$ cat config.mk
export PLATFORM = sky130hd
export DESIGN_NAME = iic_slave_top
export DESIGN_NICKNAME = d
export VERILOG_FILES = /design/src/logic/iic_pkg.sv /design/src/logic/iic_line_if.sv /design/src/logic/iic_line_filter.sv /design/src/logic/iic_start_stop_det.sv /design/src/logic/iic_slave_interface.sv /design/src/logic/iic_byte_fifo.sv /design/src/logic/iic_slave_top.sv
export SDC_FILE = /design/constraint.sdc
export NUM_CORES = 1
export LEC_CHECK = 0
export ABC_AREA = 1
export BUFFER_PORTS_ARGS = -buffer_cell sky130_fd_sc_hd__buf_2
export CORE_ASPECT_RATIO = 1.2
export CORE_MARGIN = 2
export CORE_UTILIZATION = 62
export DETAILED_ROUTE_END_ITERATION = 6
export PLACE_DENSITY = 0.8
export SYNTH_ARGS = -nofsm -noshare
export SYNTH_HDL_FRONTEND = slang
export SYNTH_HIERARCHICAL = 1
export SYNTH_SLANG_ARGS = --single-unit
$ cat constraint.sdc
create_clock -name clk -period 2.3 [get_ports clk]
set_input_delay 0.23 -clock clk [delete_from_list [all_inputs] [get_ports clk]]
set_output_delay 0.23 -clock clk [all_outputs]
set_load 0.02 [all_outputs]
$ cat src/logic/iic_pkg.sv
package iic_pkg;

	// latched bus condition from the detector
	typedef enum logic [1:0] {
		SS_NONE,
		SS_START,
		SS_STOP
	} ss_event_t;

	// byte-level target FSM
	typedef enum logic [3:0] {
		ST_START_CONDITION,
		ST_IN_ADDRESS,
		ST_CHECK_ADDRESS,
		ST_IN_DATA,
		ST_CHECK_IN_DATA,
		ST_OUT_DATA,
		ST_CHECK_OUT_DATA,
		ST_DATA_LOOP,
		ST_ACK
	} ctrl_state_t;

	// what the current byte stream carries
	typedef enum logic [1:0] {
		STREAM_NULL,
		STREAM_ADDRESS,
		STREAM_WRITE,
		STREAM_READ
	} stream_t;

	// SDA levels in the ninth bit slot
	localparam logic I2C_ACK = 1'b0;
	localparam logic I2C_NACK = 1'b1;

endpackage

$ cat src/logic/iic_line_if.sv
`timescale 1ns/1ps

interface iic_line_if;
	logic scl;        // filtered
	logic sda;        // filtered, resolved bus level
	logic sda_out_en; // target pulls SDA when high
	logic sda_out;

	modport filter (
		output scl,
		output sda
	);

	modport det (
		input scl,
		input sda
	);

	modport ctrl (
		input scl,
		input sda,
		output sda_out_en,
		output sda_out
	);
endinterface

$ cat src/logic/iic_line_filter.sv
`timescale 1ns/1ps

module iic_line_filter #(
	parameter int FILTER_LEN = 3
) (
	input logic clk,
	input logic rst_n,
	input logic scl_in,
	input logic sda_in,
	iic_line_if.filter line
);
	localparam int CW = $clog2(FILTER_LEN + 1);

	// bit 1 is scl, bit 0 is sda
	logic [1:0] sync1;
	logic [1:0] sync2;
	logic [1:0] filt;
	logic [CW-1:0] cnt [2];

	always_ff @(posedge clk) begin
		if (!rst_n) begin
			sync1 <= 2'b11;
			sync2 <= 2'b11;
			filt <= 2'b11; // idle bus is high
			for (int i = 0; i < 2; i++)
				cnt[i] <= '0;
		end else begin
			sync1 <= {scl_in, sda_in};
			sync2 <= sync1;
			for (int i = 0; i < 2; i++) begin
				if (sync2[i] == filt[i]) begin
					cnt[i] <= '0; // glitch gone, start over
				end else if (cnt[i] == CW'(FILTER_LEN - 1)) begin
					filt[i] <= sync2[i];
					cnt[i] <= '0;
				end else begin
					cnt[i] <= cnt[i] + 1'b1;
				end
			end
		end
	end

	assign line.scl = filt[1];
	assign line.sda = filt[0];
endmodule

$ cat src/logic/iic_start_stop_det.sv
`timescale 1ns/1ps

module iic_start_stop_det
	import iic_pkg::*;
(
	input logic clk,
	input logic rst_n,
	iic_line_if.det line,
	input logic det_enable,
	output ss_event_t ss_event
);
	logic sda_d;
	logic start_edge;
	logic stop_edge;

	// SDA may only move while SCL is high for a bus condition
	assign start_edge = line.scl && sda_d && !line.sda;
	assign stop_edge = line.scl && !sda_d && line.sda;

	always_ff @(posedge clk) begin
		if (!rst_n) begin
			sda_d <= 1'b1;
			ss_event <= SS_NONE;
		end else begin
			sda_d <= line.sda;
			if (!det_enable) begin
				ss_event <= SS_NONE; // controller acknowledged
			end else if (ss_event == SS_NONE) begin
				if (start_edge) begin
					ss_event <= SS_START;
				end else if (stop_edge) begin
					ss_event <= SS_STOP;
				end
			end
		end
	end

	// a bus condition is one sda edge under a steady high scl
	assert property (@(posedge clk) disable iff (!rst_n)
		(start_edge || stop_edge) |-> $stable(line.scl))
		else $error("bus condition seen while SCL was moving");
endmodule

$ cat src/logic/iic_slave_interface.sv
`timescale 1ns/1ps

module iic_slave_interface
	import iic_pkg::*;
#(
	parameter logic [6:0] I2C_ADDRESS = 7'h3c
) (
	input logic clk,
	input logic rst_n,
	iic_line_if.ctrl line,
	input ss_event_t ss_event,
	output logic det_enable,
	output logic rx_wen,
	output logic [7:0] rx_wdata,
	output logic tx_ren,
	input logic [7:0] tx_rdata
);
	ctrl_state_t state;
	stream_t stream;
	logic [2:0] bit_cnt;
	logic [7:0] tx_shift;

	always_ff @(posedge clk) begin
		if (!rst_n) begin
			det_enable <= 1'b1;
			line.sda_out_en <= 1'b0;
			line.sda_out <= I2C_NACK; // released level
			rx_wen <= 1'b0;
			rx_wdata <= '0;
			tx_ren <= 1'b0;
			tx_shift <= '0;
			stream <= STREAM_NULL;
			bit_cnt <= '0;
			state <= ST_START_CONDITION;
		end else begin
			rx_wen <= 1'b0;
			tx_ren <= 1'b0;

			if (ss_event != SS_NONE) begin
				// START, repeated START or STOP restarts the frame
				det_enable <= 1'b0;
				line.sda_out_en <= 1'b0;
				stream <= STREAM_NULL;
				state <= ST_START_CONDITION;
			end else begin
				case (state)
					ST_START_CONDITION: begin
						det_enable <= 1'b1;
						bit_cnt <= '0;
						state <= ST_IN_ADDRESS;
					end
					ST_IN_ADDRESS: begin
						if (!line.scl) begin
							line.sda_out_en <= 1'b0;
							stream <= STREAM_ADDRESS;
							state <= ST_DATA_LOOP;
						end
					end
					ST_CHECK_ADDRESS: begin
						if (!line.scl) begin
							if (rx_wdata[7:1] == I2C_ADDRESS) begin
								stream <= rx_wdata[0] ? STREAM_READ : STREAM_WRITE;
								line.sda_out <= I2C_ACK;
								line.sda_out_en <= 1'b1;
								state <= ST_ACK;
							end else begin
								stream <= STREAM_NULL; // not addressed so stay off the bus
							end
						end
					end
					ST_IN_DATA: begin
						if (!line.scl) begin
							line.sda_out_en <= 1'b0; // end of ack
							state <= ST_DATA_LOOP;
						end
					end
					ST_CHECK_IN_DATA: begin
						if (!line.scl) begin
							line.sda_out <= I2C_ACK;
							line.sda_out_en <= 1'b1;
							state <= ST_ACK;
						end
					end
					ST_OUT_DATA: begin
						if (!line.scl) begin
							line.sda_out <= tx_shift[7]; // msb first
							line.sda_out_en <= 1'b1;
							tx_shift <= {tx_shift[6:0], 1'b0};
							state <= ST_DATA_LOOP;
						end
					end
					ST_CHECK_OUT_DATA: begin
						if (!line.scl) begin
							line.sda_out_en <= 1'b0; // let master ack
							state <= ST_ACK;
						end
					end
					ST_DATA_LOOP: begin
						if (line.scl) begin
							case (stream)
								STREAM_ADDRESS: begin
									rx_wdata <= {rx_wdata[6:0], line.sda};
									if (bit_cnt == 3'd7) begin
										state <= ST_CHECK_ADDRESS;
									end else begin
										state <= ST_IN_ADDRESS;
									end
								end
								STREAM_WRITE: begin
									rx_wdata <= {rx_wdata[6:0], line.sda};
									if (bit_cnt == 3'd7) begin
										rx_wen <= 1'b1;
										state <= ST_CHECK_IN_DATA;
									end else begin
										state <= ST_IN_DATA;
									end
								end
								STREAM_READ: begin
									if (bit_cnt == 3'd7) begin
										state <= ST_CHECK_OUT_DATA;
									end else begin
										state <= ST_OUT_DATA;
									end
								end
								default: begin
								end
							endcase
							bit_cnt <= bit_cnt + 3'd1; // wraps after 8 bits
						end
					end
					ST_ACK: begin
						if (line.scl) begin
							case (stream)
								STREAM_WRITE: begin
									state <= ST_IN_DATA;
								end
								STREAM_READ: begin
									// own address ack or master ack
									if (line.sda_out_en || line.sda == I2C_ACK) begin
										tx_shift <= tx_rdata;
										tx_ren <= 1'b1;
										state <= ST_OUT_DATA;
									end else begin
										stream <= STREAM_NULL; // master nack ends the stream
									end
								end
								default: begin
								end
							endcase
						end
					end
					default: begin
						state <= ST_START_CONDITION;
					end
				endcase
			end
		end
	end

	assert property (@(posedge clk) disable iff (!rst_n) !(rx_wen && tx_ren))
		else $error("rx_wen and tx_ren high together");

	// no stream open means the target never holds SDA
	assert property (@(posedge clk) disable iff (!rst_n)
		(stream == STREAM_NULL) |-> !line.sda_out_en)
		else $error("SDA driven with no open stream");
endmodule

$ cat src/logic/iic_byte_fifo.sv
`timescale 1ns/1ps

module iic_byte_fifo #(
	parameter int FIFO_DEPTH = 8
) (
	input logic clk,
	input logic rst_n,
	input logic wen,
	input logic [7:0] wdata,
	input logic ren,
	output logic [7:0] rdata,
	output logic full,
	output logic empty
);
	localparam int AW = $clog2(FIFO_DEPTH);

	logic [7:0] mem [FIFO_DEPTH];
	logic [AW:0] wptr; // msb is the wrap bit
	logic [AW:0] rptr;
	logic do_write;
	logic do_read;

	assign do_write = wen && !full;
	assign do_read = ren && !empty;
	assign empty = (wptr == rptr);
	assign full = (wptr[AW] != rptr[AW]) && (wptr[AW-1:0] == rptr[AW-1:0]);
	assign rdata = empty ? 8'hff : mem[rptr[AW-1:0]]; // show-ahead head

	always_ff @(posedge clk) begin
		if (do_write) begin
			mem[wptr[AW-1:0]] <= wdata;
		end
	end

	always_ff @(posedge clk) begin
		if (!rst_n) begin
			wptr <= '0;
			rptr <= '0;
		end else begin
			if (do_write) begin
				wptr <= wptr + 1'b1;
			end
			if (do_read) begin
				rptr <= rptr + 1'b1;
			end
		end
	end

	assert property (@(posedge clk) disable iff (!rst_n) !(wen && full))
		else $warning("byte dropped, fifo full");

	assert property (@(posedge clk) disable iff (!rst_n) !(ren && empty))
		else $warning("read from empty fifo ignored");
endmodule

$ cat src/logic/iic_slave_top.sv
`timescale 1ns/1ps

module iic_slave_top
	import iic_pkg::*;
#(
	parameter logic [6:0] I2C_ADDRESS = 7'h3c,
	parameter int FIFO_DEPTH = 8,
	parameter int FILTER_LEN = 3
) (
	input logic clk,
	input logic rst_n,
	input logic scl_in,
	input logic sda_in,
	output logic sda_out_en,
	output logic sda_out,
	output logic rx_valid,
	input logic rx_ready,
	output logic [7:0] rx_data,
	input logic tx_valid,
	output logic tx_ready,
	input logic [7:0] tx_data
);
	iic_line_if line ();

	ss_event_t ss_event;
	logic det_enable;
	logic rx_wen;
	logic [7:0] rx_wdata;
	logic tx_ren;
	logic [7:0] tx_rdata;
	logic rx_empty;
	logic rx_pop;
	logic tx_full;
	logic tx_push;

	assign sda_out_en = line.sda_out_en;
	assign sda_out = line.sda_out;
	assign rx_valid = !rx_empty;
	assign rx_pop = rx_valid && rx_ready;
	assign tx_ready = !tx_full;
	assign tx_push = tx_valid && tx_ready;

	iic_line_filter #(
		.FILTER_LEN(FILTER_LEN)
	) u_filter (
		.clk(clk),
		.rst_n(rst_n),
		.scl_in(scl_in),
		.sda_in(sda_in),
		.line(line.filter)
	);

	iic_start_stop_det u_det (
		.clk(clk),
		.rst_n(rst_n),
		.line(line.det),
		.det_enable(det_enable),
		.ss_event(ss_event)
	);

	iic_slave_interface #(
		.I2C_ADDRESS(I2C_ADDRESS)
	) u_ctrl (
		.clk(clk),
		.rst_n(rst_n),
		.line(line.ctrl),
		.ss_event(ss_event),
		.det_enable(det_enable),
		.rx_wen(rx_wen),
		.rx_wdata(rx_wdata),
		.tx_ren(tx_ren),
		.tx_rdata(tx_rdata)
	);

	iic_byte_fifo #(
		.FIFO_DEPTH(FIFO_DEPTH)
	) u_rx_fifo (
		.clk(clk),
		.rst_n(rst_n),
		.wen(rx_wen),
		.wdata(rx_wdata),
		.ren(rx_pop),
		.rdata(rx_data),
		.full(),
		.empty(rx_empty)
	);

	iic_byte_fifo #(
		.FIFO_DEPTH(FIFO_DEPTH)
	) u_tx_fifo (
		.clk(clk),
		.rst_n(rst_n),
		.wen(tx_push),
		.wdata(tx_data),
		.ren(tx_ren),
		.rdata(tx_rdata),
		.full(tx_full),
		.empty()
	);
endmodule

# After elaboration in Yosys (flattened, before gate mapping)
# Memories as Yosys holds them, arrays and structs flattened. A register that Yosys moved wholly into a read port is not among the register bits.
# Index checks and enable logic that the tools add are counted.
# totals
register_bits,55
latch_bits,0
ram_bits,132
rom_bits,0
inputBits,14
output_inout_bits,12
wordCells,216
mem_count,3
# mem_list
memory,depth,width,read_ports,rd_clocked_by_memory_dff,write_ports,line_no,source
u_rx_fifo.mem,8,8,1,1,1,iic_byte_fifo.sv:17,logic [7:0] mem [FIFO_DEPTH];
u_tx_fifo.mem,8,8,1,1,1,iic_byte_fifo.sv:17,
u_filter.cnt,2,2,2,0,2,iic_line_filter.sv:18,logic [CW-1:0] cnt [2];
# classes
add_sub_neg,7
mul,0
n_div,0
n_lt_le_gt_ge,0
n_eq_ne,40
shifts,0
n_mux,82
bitwise,16
n_reduce_logical,48
# ops
op,count
8-bit two-way mux,6
1-bit two-way mux,39
2-bit two-way mux,16
4-bit two-way mux,7
4-bit one-hot mux with 6 select lines,1
2-bit inequality test (second input constant),11
3-bit two-way mux,6
6-bit AND reduction,3
4-bit by 1-bit adder with 4-bit output (second input constant),4
4-bit by 3-bit == test with 1-bit output (second input constant),4
8-bit one-hot mux with 2 select lines,1
1-bit logical AND,12
4-bit one-hot mux with 3 select lines,1
1-bit inverter,10
2-bit nonzero test,5
5-bit OR reduction,2
9-bit AND reduction,1
3-bit nonzero test,3
2-bit == test (second input constant),4
4-bit by 2-bit == test with 1-bit output (second input constant),2
4-bit == test,2
4-bit one-hot mux with 2 select lines,1
2-bit AND reduction,4
2-bit OR reduction,4
25 further kinds,44

# Logic depth before layout (Yosys ltp)
# An unclocked memory read counts as a cell.
# depth
depth_word,8
mapped_depth,14
ltp_nobuf,13

# By module
# The synthesis kept the hierarchy.
# by_module_without_submodules
module,n_inst,cells_per_inst,area_each_um2,seq_area_each_um2
iic_byte_fifo,2,301,3168.0,2142.1
iic_slave_interface,1,273,1734.2,600.6
iic_line_filter,1,40,402.9,240.2
iic_start_stop_det,1,18,127.6,60.1
iic_slave_top,1,6,27.5,0.0

# Least setup slack after synthesis
# Ideal clock, no wire load.
# synth_path
kind,reg-to-reg
startpoint,register u_tx_fifo.wptr[0]
endpoint,"memory u_tx_fifo.mem[1][0], enable pin"
setup_time_ns,0.370
arrival_time_ns,1.751
required_ns,1.930
slack_ns,0.178
path_stages_with_launch,10
n_path_buf,1
synth_period_minus_slack_ns,2.122
cell_sequence,dfxtp_1 -> inv_1 -> nand2_1 -> nand2_1 -> nand4_1 -> buf_6 -> inv_1 -> nor2_2 -> nand3_1 -> nor2_1
# synth_via
elab_chain_cells,7
# synth_rtl
element,line_no,source
from (decl),iic_byte_fifo.sv:18,logic [AW:0] wptr;
from (signal assigned),iic_byte_fifo.sv:41,wptr <= wptr + 1'b1;
3-bit == test,iic_byte_fifo.sv:26,assign full = (wptr[AW] != rptr[AW]) && (wptr[AW-1:0] == rptr[AW-1:0]);
1-bit logical AND,iic_byte_fifo.sv:26,
via tx_full,iic_slave_top.sv:33,logic tx_full;
1-bit zero test,iic_slave_top.sv:40,assign tx_ready = !tx_full;
1-bit logical AND,iic_slave_top.sv:41,assign tx_push = tx_valid && tx_ready;
via tx_push,iic_slave_top.sv:34,logic tx_push;
1-bit logical AND,iic_byte_fifo.sv:23,assign do_write = wen && !full;
1-bit two-way mux,iic_byte_fifo.sv:30,if (do_write) begin
1-bit two-way mux (not written as such),iic_byte_fifo.sv:31,mem[wptr[AW-1:0]] <= wdata;
to (decl),iic_byte_fifo.sv:17,
# The timed path passes the listed nets, and every way through them passes these cells.

==> impl_summary.log <==
[metrics] core region area: 0.0137 mm²
[metrics] vias after detailed routing: 6321
[metrics] cells along the critical path: inv_1, nand3_1, nand3_1, nand3_1, buf_2
[metrics] final layout net count: 1003
[metrics] maximum cell stage delay along the critical path: 440 ps
[metrics] Detailed Route Iter0 Violations: 507
[metrics] initial cell density of the core: 62.9%
[metrics] outcome: completed
[metrics] Post-Synthesis Mean Instance Area: 9.20 µm²
[metrics] final std cells w/o fill: 1162
[metrics] maximum clock skew at final layout: 15.2 ps
[metrics] type of destination of the critical path: primary output
[metrics] hold buffer count at CTS: 2
[metrics] Final Hold Viols: 0
[metrics] startpoint of the most critical register-to-register path: u_rx_fifo/wptr[0]
[metrics] die extent in y: 133 µm
[metrics] Max Fclk: 505 MHz
[metrics] Worst Tran Pin Value: 682 ps
[metrics] number of iterations in the first detailed-routing pass: 5
[metrics] length in cells of the worst reg-to-reg path: 7
[metrics] setup repair after global routing missed its margin: false
[metrics] startpoint kind of the worst setup timing path: flop
[metrics] maximum fanout count along the critical path: 16
[metrics] worst setup path category: flop to primary output
[metrics] overall fraction of global-route tracks in use: 24.0%
[metrics] global placer's final weighted congestion: 0.948
[metrics] synthesized netlist cell count: 937
[metrics] proportion of layout cells with a drive suffix above 1: 12.7%
[metrics] area growth from synthesis to layout: 11.2%
[metrics] CTS sink cnt: 193
[metrics] pin count of the biggest net entering global routing: 39
[metrics] max-cap violation count: 0
[metrics] master of the slowest instance on the critical path: inv_1
[metrics] synthesized area: 0.00862 mm²
[metrics] setup fix buffers added after clock tree synthesis: 0
[metrics] arrival time worst endpoint: 1750 ps
[metrics] maximum clock path buffer count: 2
[metrics] count of unresolved DRC violations after routing: 0
[metrics] number of buffers inserted during clock tree synthesis: 17
[metrics] count of buffers inserted at the top-level ports: 25
[metrics] Min-Delay Startpoint: rst_n
[metrics] share of the clock period used by the worst path after layout: 86.2%
[metrics] Worst Hold Path EP: u_ctrl/bit_cnt[1]
[metrics] Register-to-Register Setup Slack: 410 ps
[metrics] library cell appearing most often on the critical path: nand3_1
[metrics] clock root buffer: clkbuf_16
[metrics] detailed placement HPWL: 11600 µm
[metrics] r2r endpoint: u_rx_fifo/mem[3][1]
[metrics] antenna-violating nets left: 0
[metrics] post-place setup slack: 419 ps
[metrics] worst slew margin relative to its limit: 54.1%
[metrics] floorplan row count: 47
[metrics] Clock Pin Slew Worst Setup and Hold Paths: 70 ps
[metrics] setup tns final: 0 ps
[metrics] DR vias/cell: 5.44
[metrics] Synth warnings: 6
[metrics] first-pass GRT wire length: 28000 µm
[metrics] diodes inserted: 0
[metrics] H-tree depth reported by CTS: 4
[metrics] TritonCTS clock tree: built
[metrics] via count of the first global-routing pass: 5948
[metrics] Cell Pwr Density: 842 mW/mm²
[metrics] final wirelength: 17000 µm
[metrics] clock latency of the later-clocked register in the worst-skew pair: 440 ps
[metrics] class of the tightest hold or removal check: input pin to flop
[metrics] Die ar.: 0.0149 mm²
[metrics] remaining global-route overflow: 0
[metrics] Ports: 26
[metrics] cell leakage power: 0.00382 µW
[metrics] final critical-path required period: 1980 ps
[metrics] number of cells upsized or downsized after cts: 0
[metrics] final setup slack of the worst path: 318 ps
[metrics] total placed cells including tap cells: 1128
[metrics] final setup violating endpoints: 0
[metrics] required arrival time at the worst endpoint: 2070 ps
[metrics] final-report max-slew violation count: 0
[metrics] number of antenna violations at the first check in global routing: 0
[metrics] detail-routed net length per standard cell: 14.7 µm
[metrics] Hold Path Depth: 3
[metrics] largest voltage drop on the vdd net: 0.547 mV
[metrics] Horiz. Die Dim: 112 µm
## layout make-up
type | instances | area, µm²
clock buffer | 19 | 464
clock inverter | 13 | 130
fill | 1067 | 4120
inverter | 76 | 285
multi-input combinational | 639 | 2980
sequential | 193 | 5180
tap | 171 | 214
timing repair buffer | 51 | 325
## power by group
| group | internal, µW | leakage, µW | switching [µW] | total [µW] |
|---|---|---|---|---|
| registers | 3810 | 0.00159 | 115 | 3930 |
| clock network | 1530 | 0.000293 | 1340 | 2870 |
| logic | 403 | 0.00194 | 871 | 1270 |
| total | 5750 | 0.00382 | 2320 | 8070 |
## metal layers
| layer | vias to the layer above | global-route usage, % | wire length (µm) |
|---|---|---|---|
| met2 | 203 | 41.6 | 8680 |
| met4 | 0 | 13.5 | 783 |
| met1 | 2845 | 27.5 | 6800 |
| met5 | - | 0 | 0 |
| met3 | 71 | 5.23 | 792 |
| li1 | 3202 | - | - |
## flip-flops by register name (all words and copies together), names as in the netlist, named ones only
name	count
u_rx_fifo/mem	64
u_det/sda_d	1
u_tx_fifo/wptr	4
u_ctrl/tx_ren	1
u_ctrl/state	4
u_ctrl/bit_cnt	3
u_filter/filt	2
u_ctrl/rx_wdata	8
u_ctrl/line.sda_out_en	1
u_rx_fifo/rptr	4
u_rx_fifo/wptr	4
u_ctrl/stream	2
u_tx_fifo/mem	64
u_tx_fifo/rptr	4
u_filter/cnt	4
u_ctrl/rx_wen	1
u_ctrl/line.sda_out	1
u_ctrl/tx_shift	8
u_filter/sync1	2
u_ctrl/det_enable	1
u_det/ss_event	2
u_filter/sync2	2
## cells in the final DEF, fill, tap and decap left out, drive strengths merged, types with 19 or more instances in the layout
master and n:
inv 86, nor2 116, dfxtp 61, nand3 160, nand2 271, edfxtp 132
a21oi 33, buf 49, clkbuf 19, o21ai 26
## worst max-delay path, delay by kind of cell (launching register included)
kind                   cells  cell delay [ps]
flip-flops                 1              310
AND/OR/NAND/NOR            3              400
buffers and inverters      2              610
## how the worst max path moves through the flow
stage | slack (ps) | cells past startpoint | start | end
2_1_floorplan | 180 | 9 | u_tx_fifo/wptr[0] | u_tx_fifo/mem[1][0]
3_3_place_gp | 470 | 7 | u_rx_fifo/wptr[0] | u_rx_fifo/mem[3][7]
3_5_place_dp | 420 | 7 | u_rx_fifo/wptr[0] | u_rx_fifo/mem[5][6]
4_1_cts | 320 | 5 | flop | rx_data[5]
5_1_grt | 210 | 10 | u_tx_fifo/wptr[0] | u_tx_fifo/mem[7][3]
6_report | 320 | 5 | flop | rx_data[5]
## through the flow
stage	power, µW	hold WS (ps)	area (µm²)	util (%)
finish	8070	121	9590	70.0
global placement	5210	387	8970	65.5
floorplan	4980	299	8630	-
CTS	8100	104	9590	70.0
global route	8460	114	9590	70.0
detailed placement	5230	392	8970	65.5
Note: power is estimated with default switching activity, not from simulation.
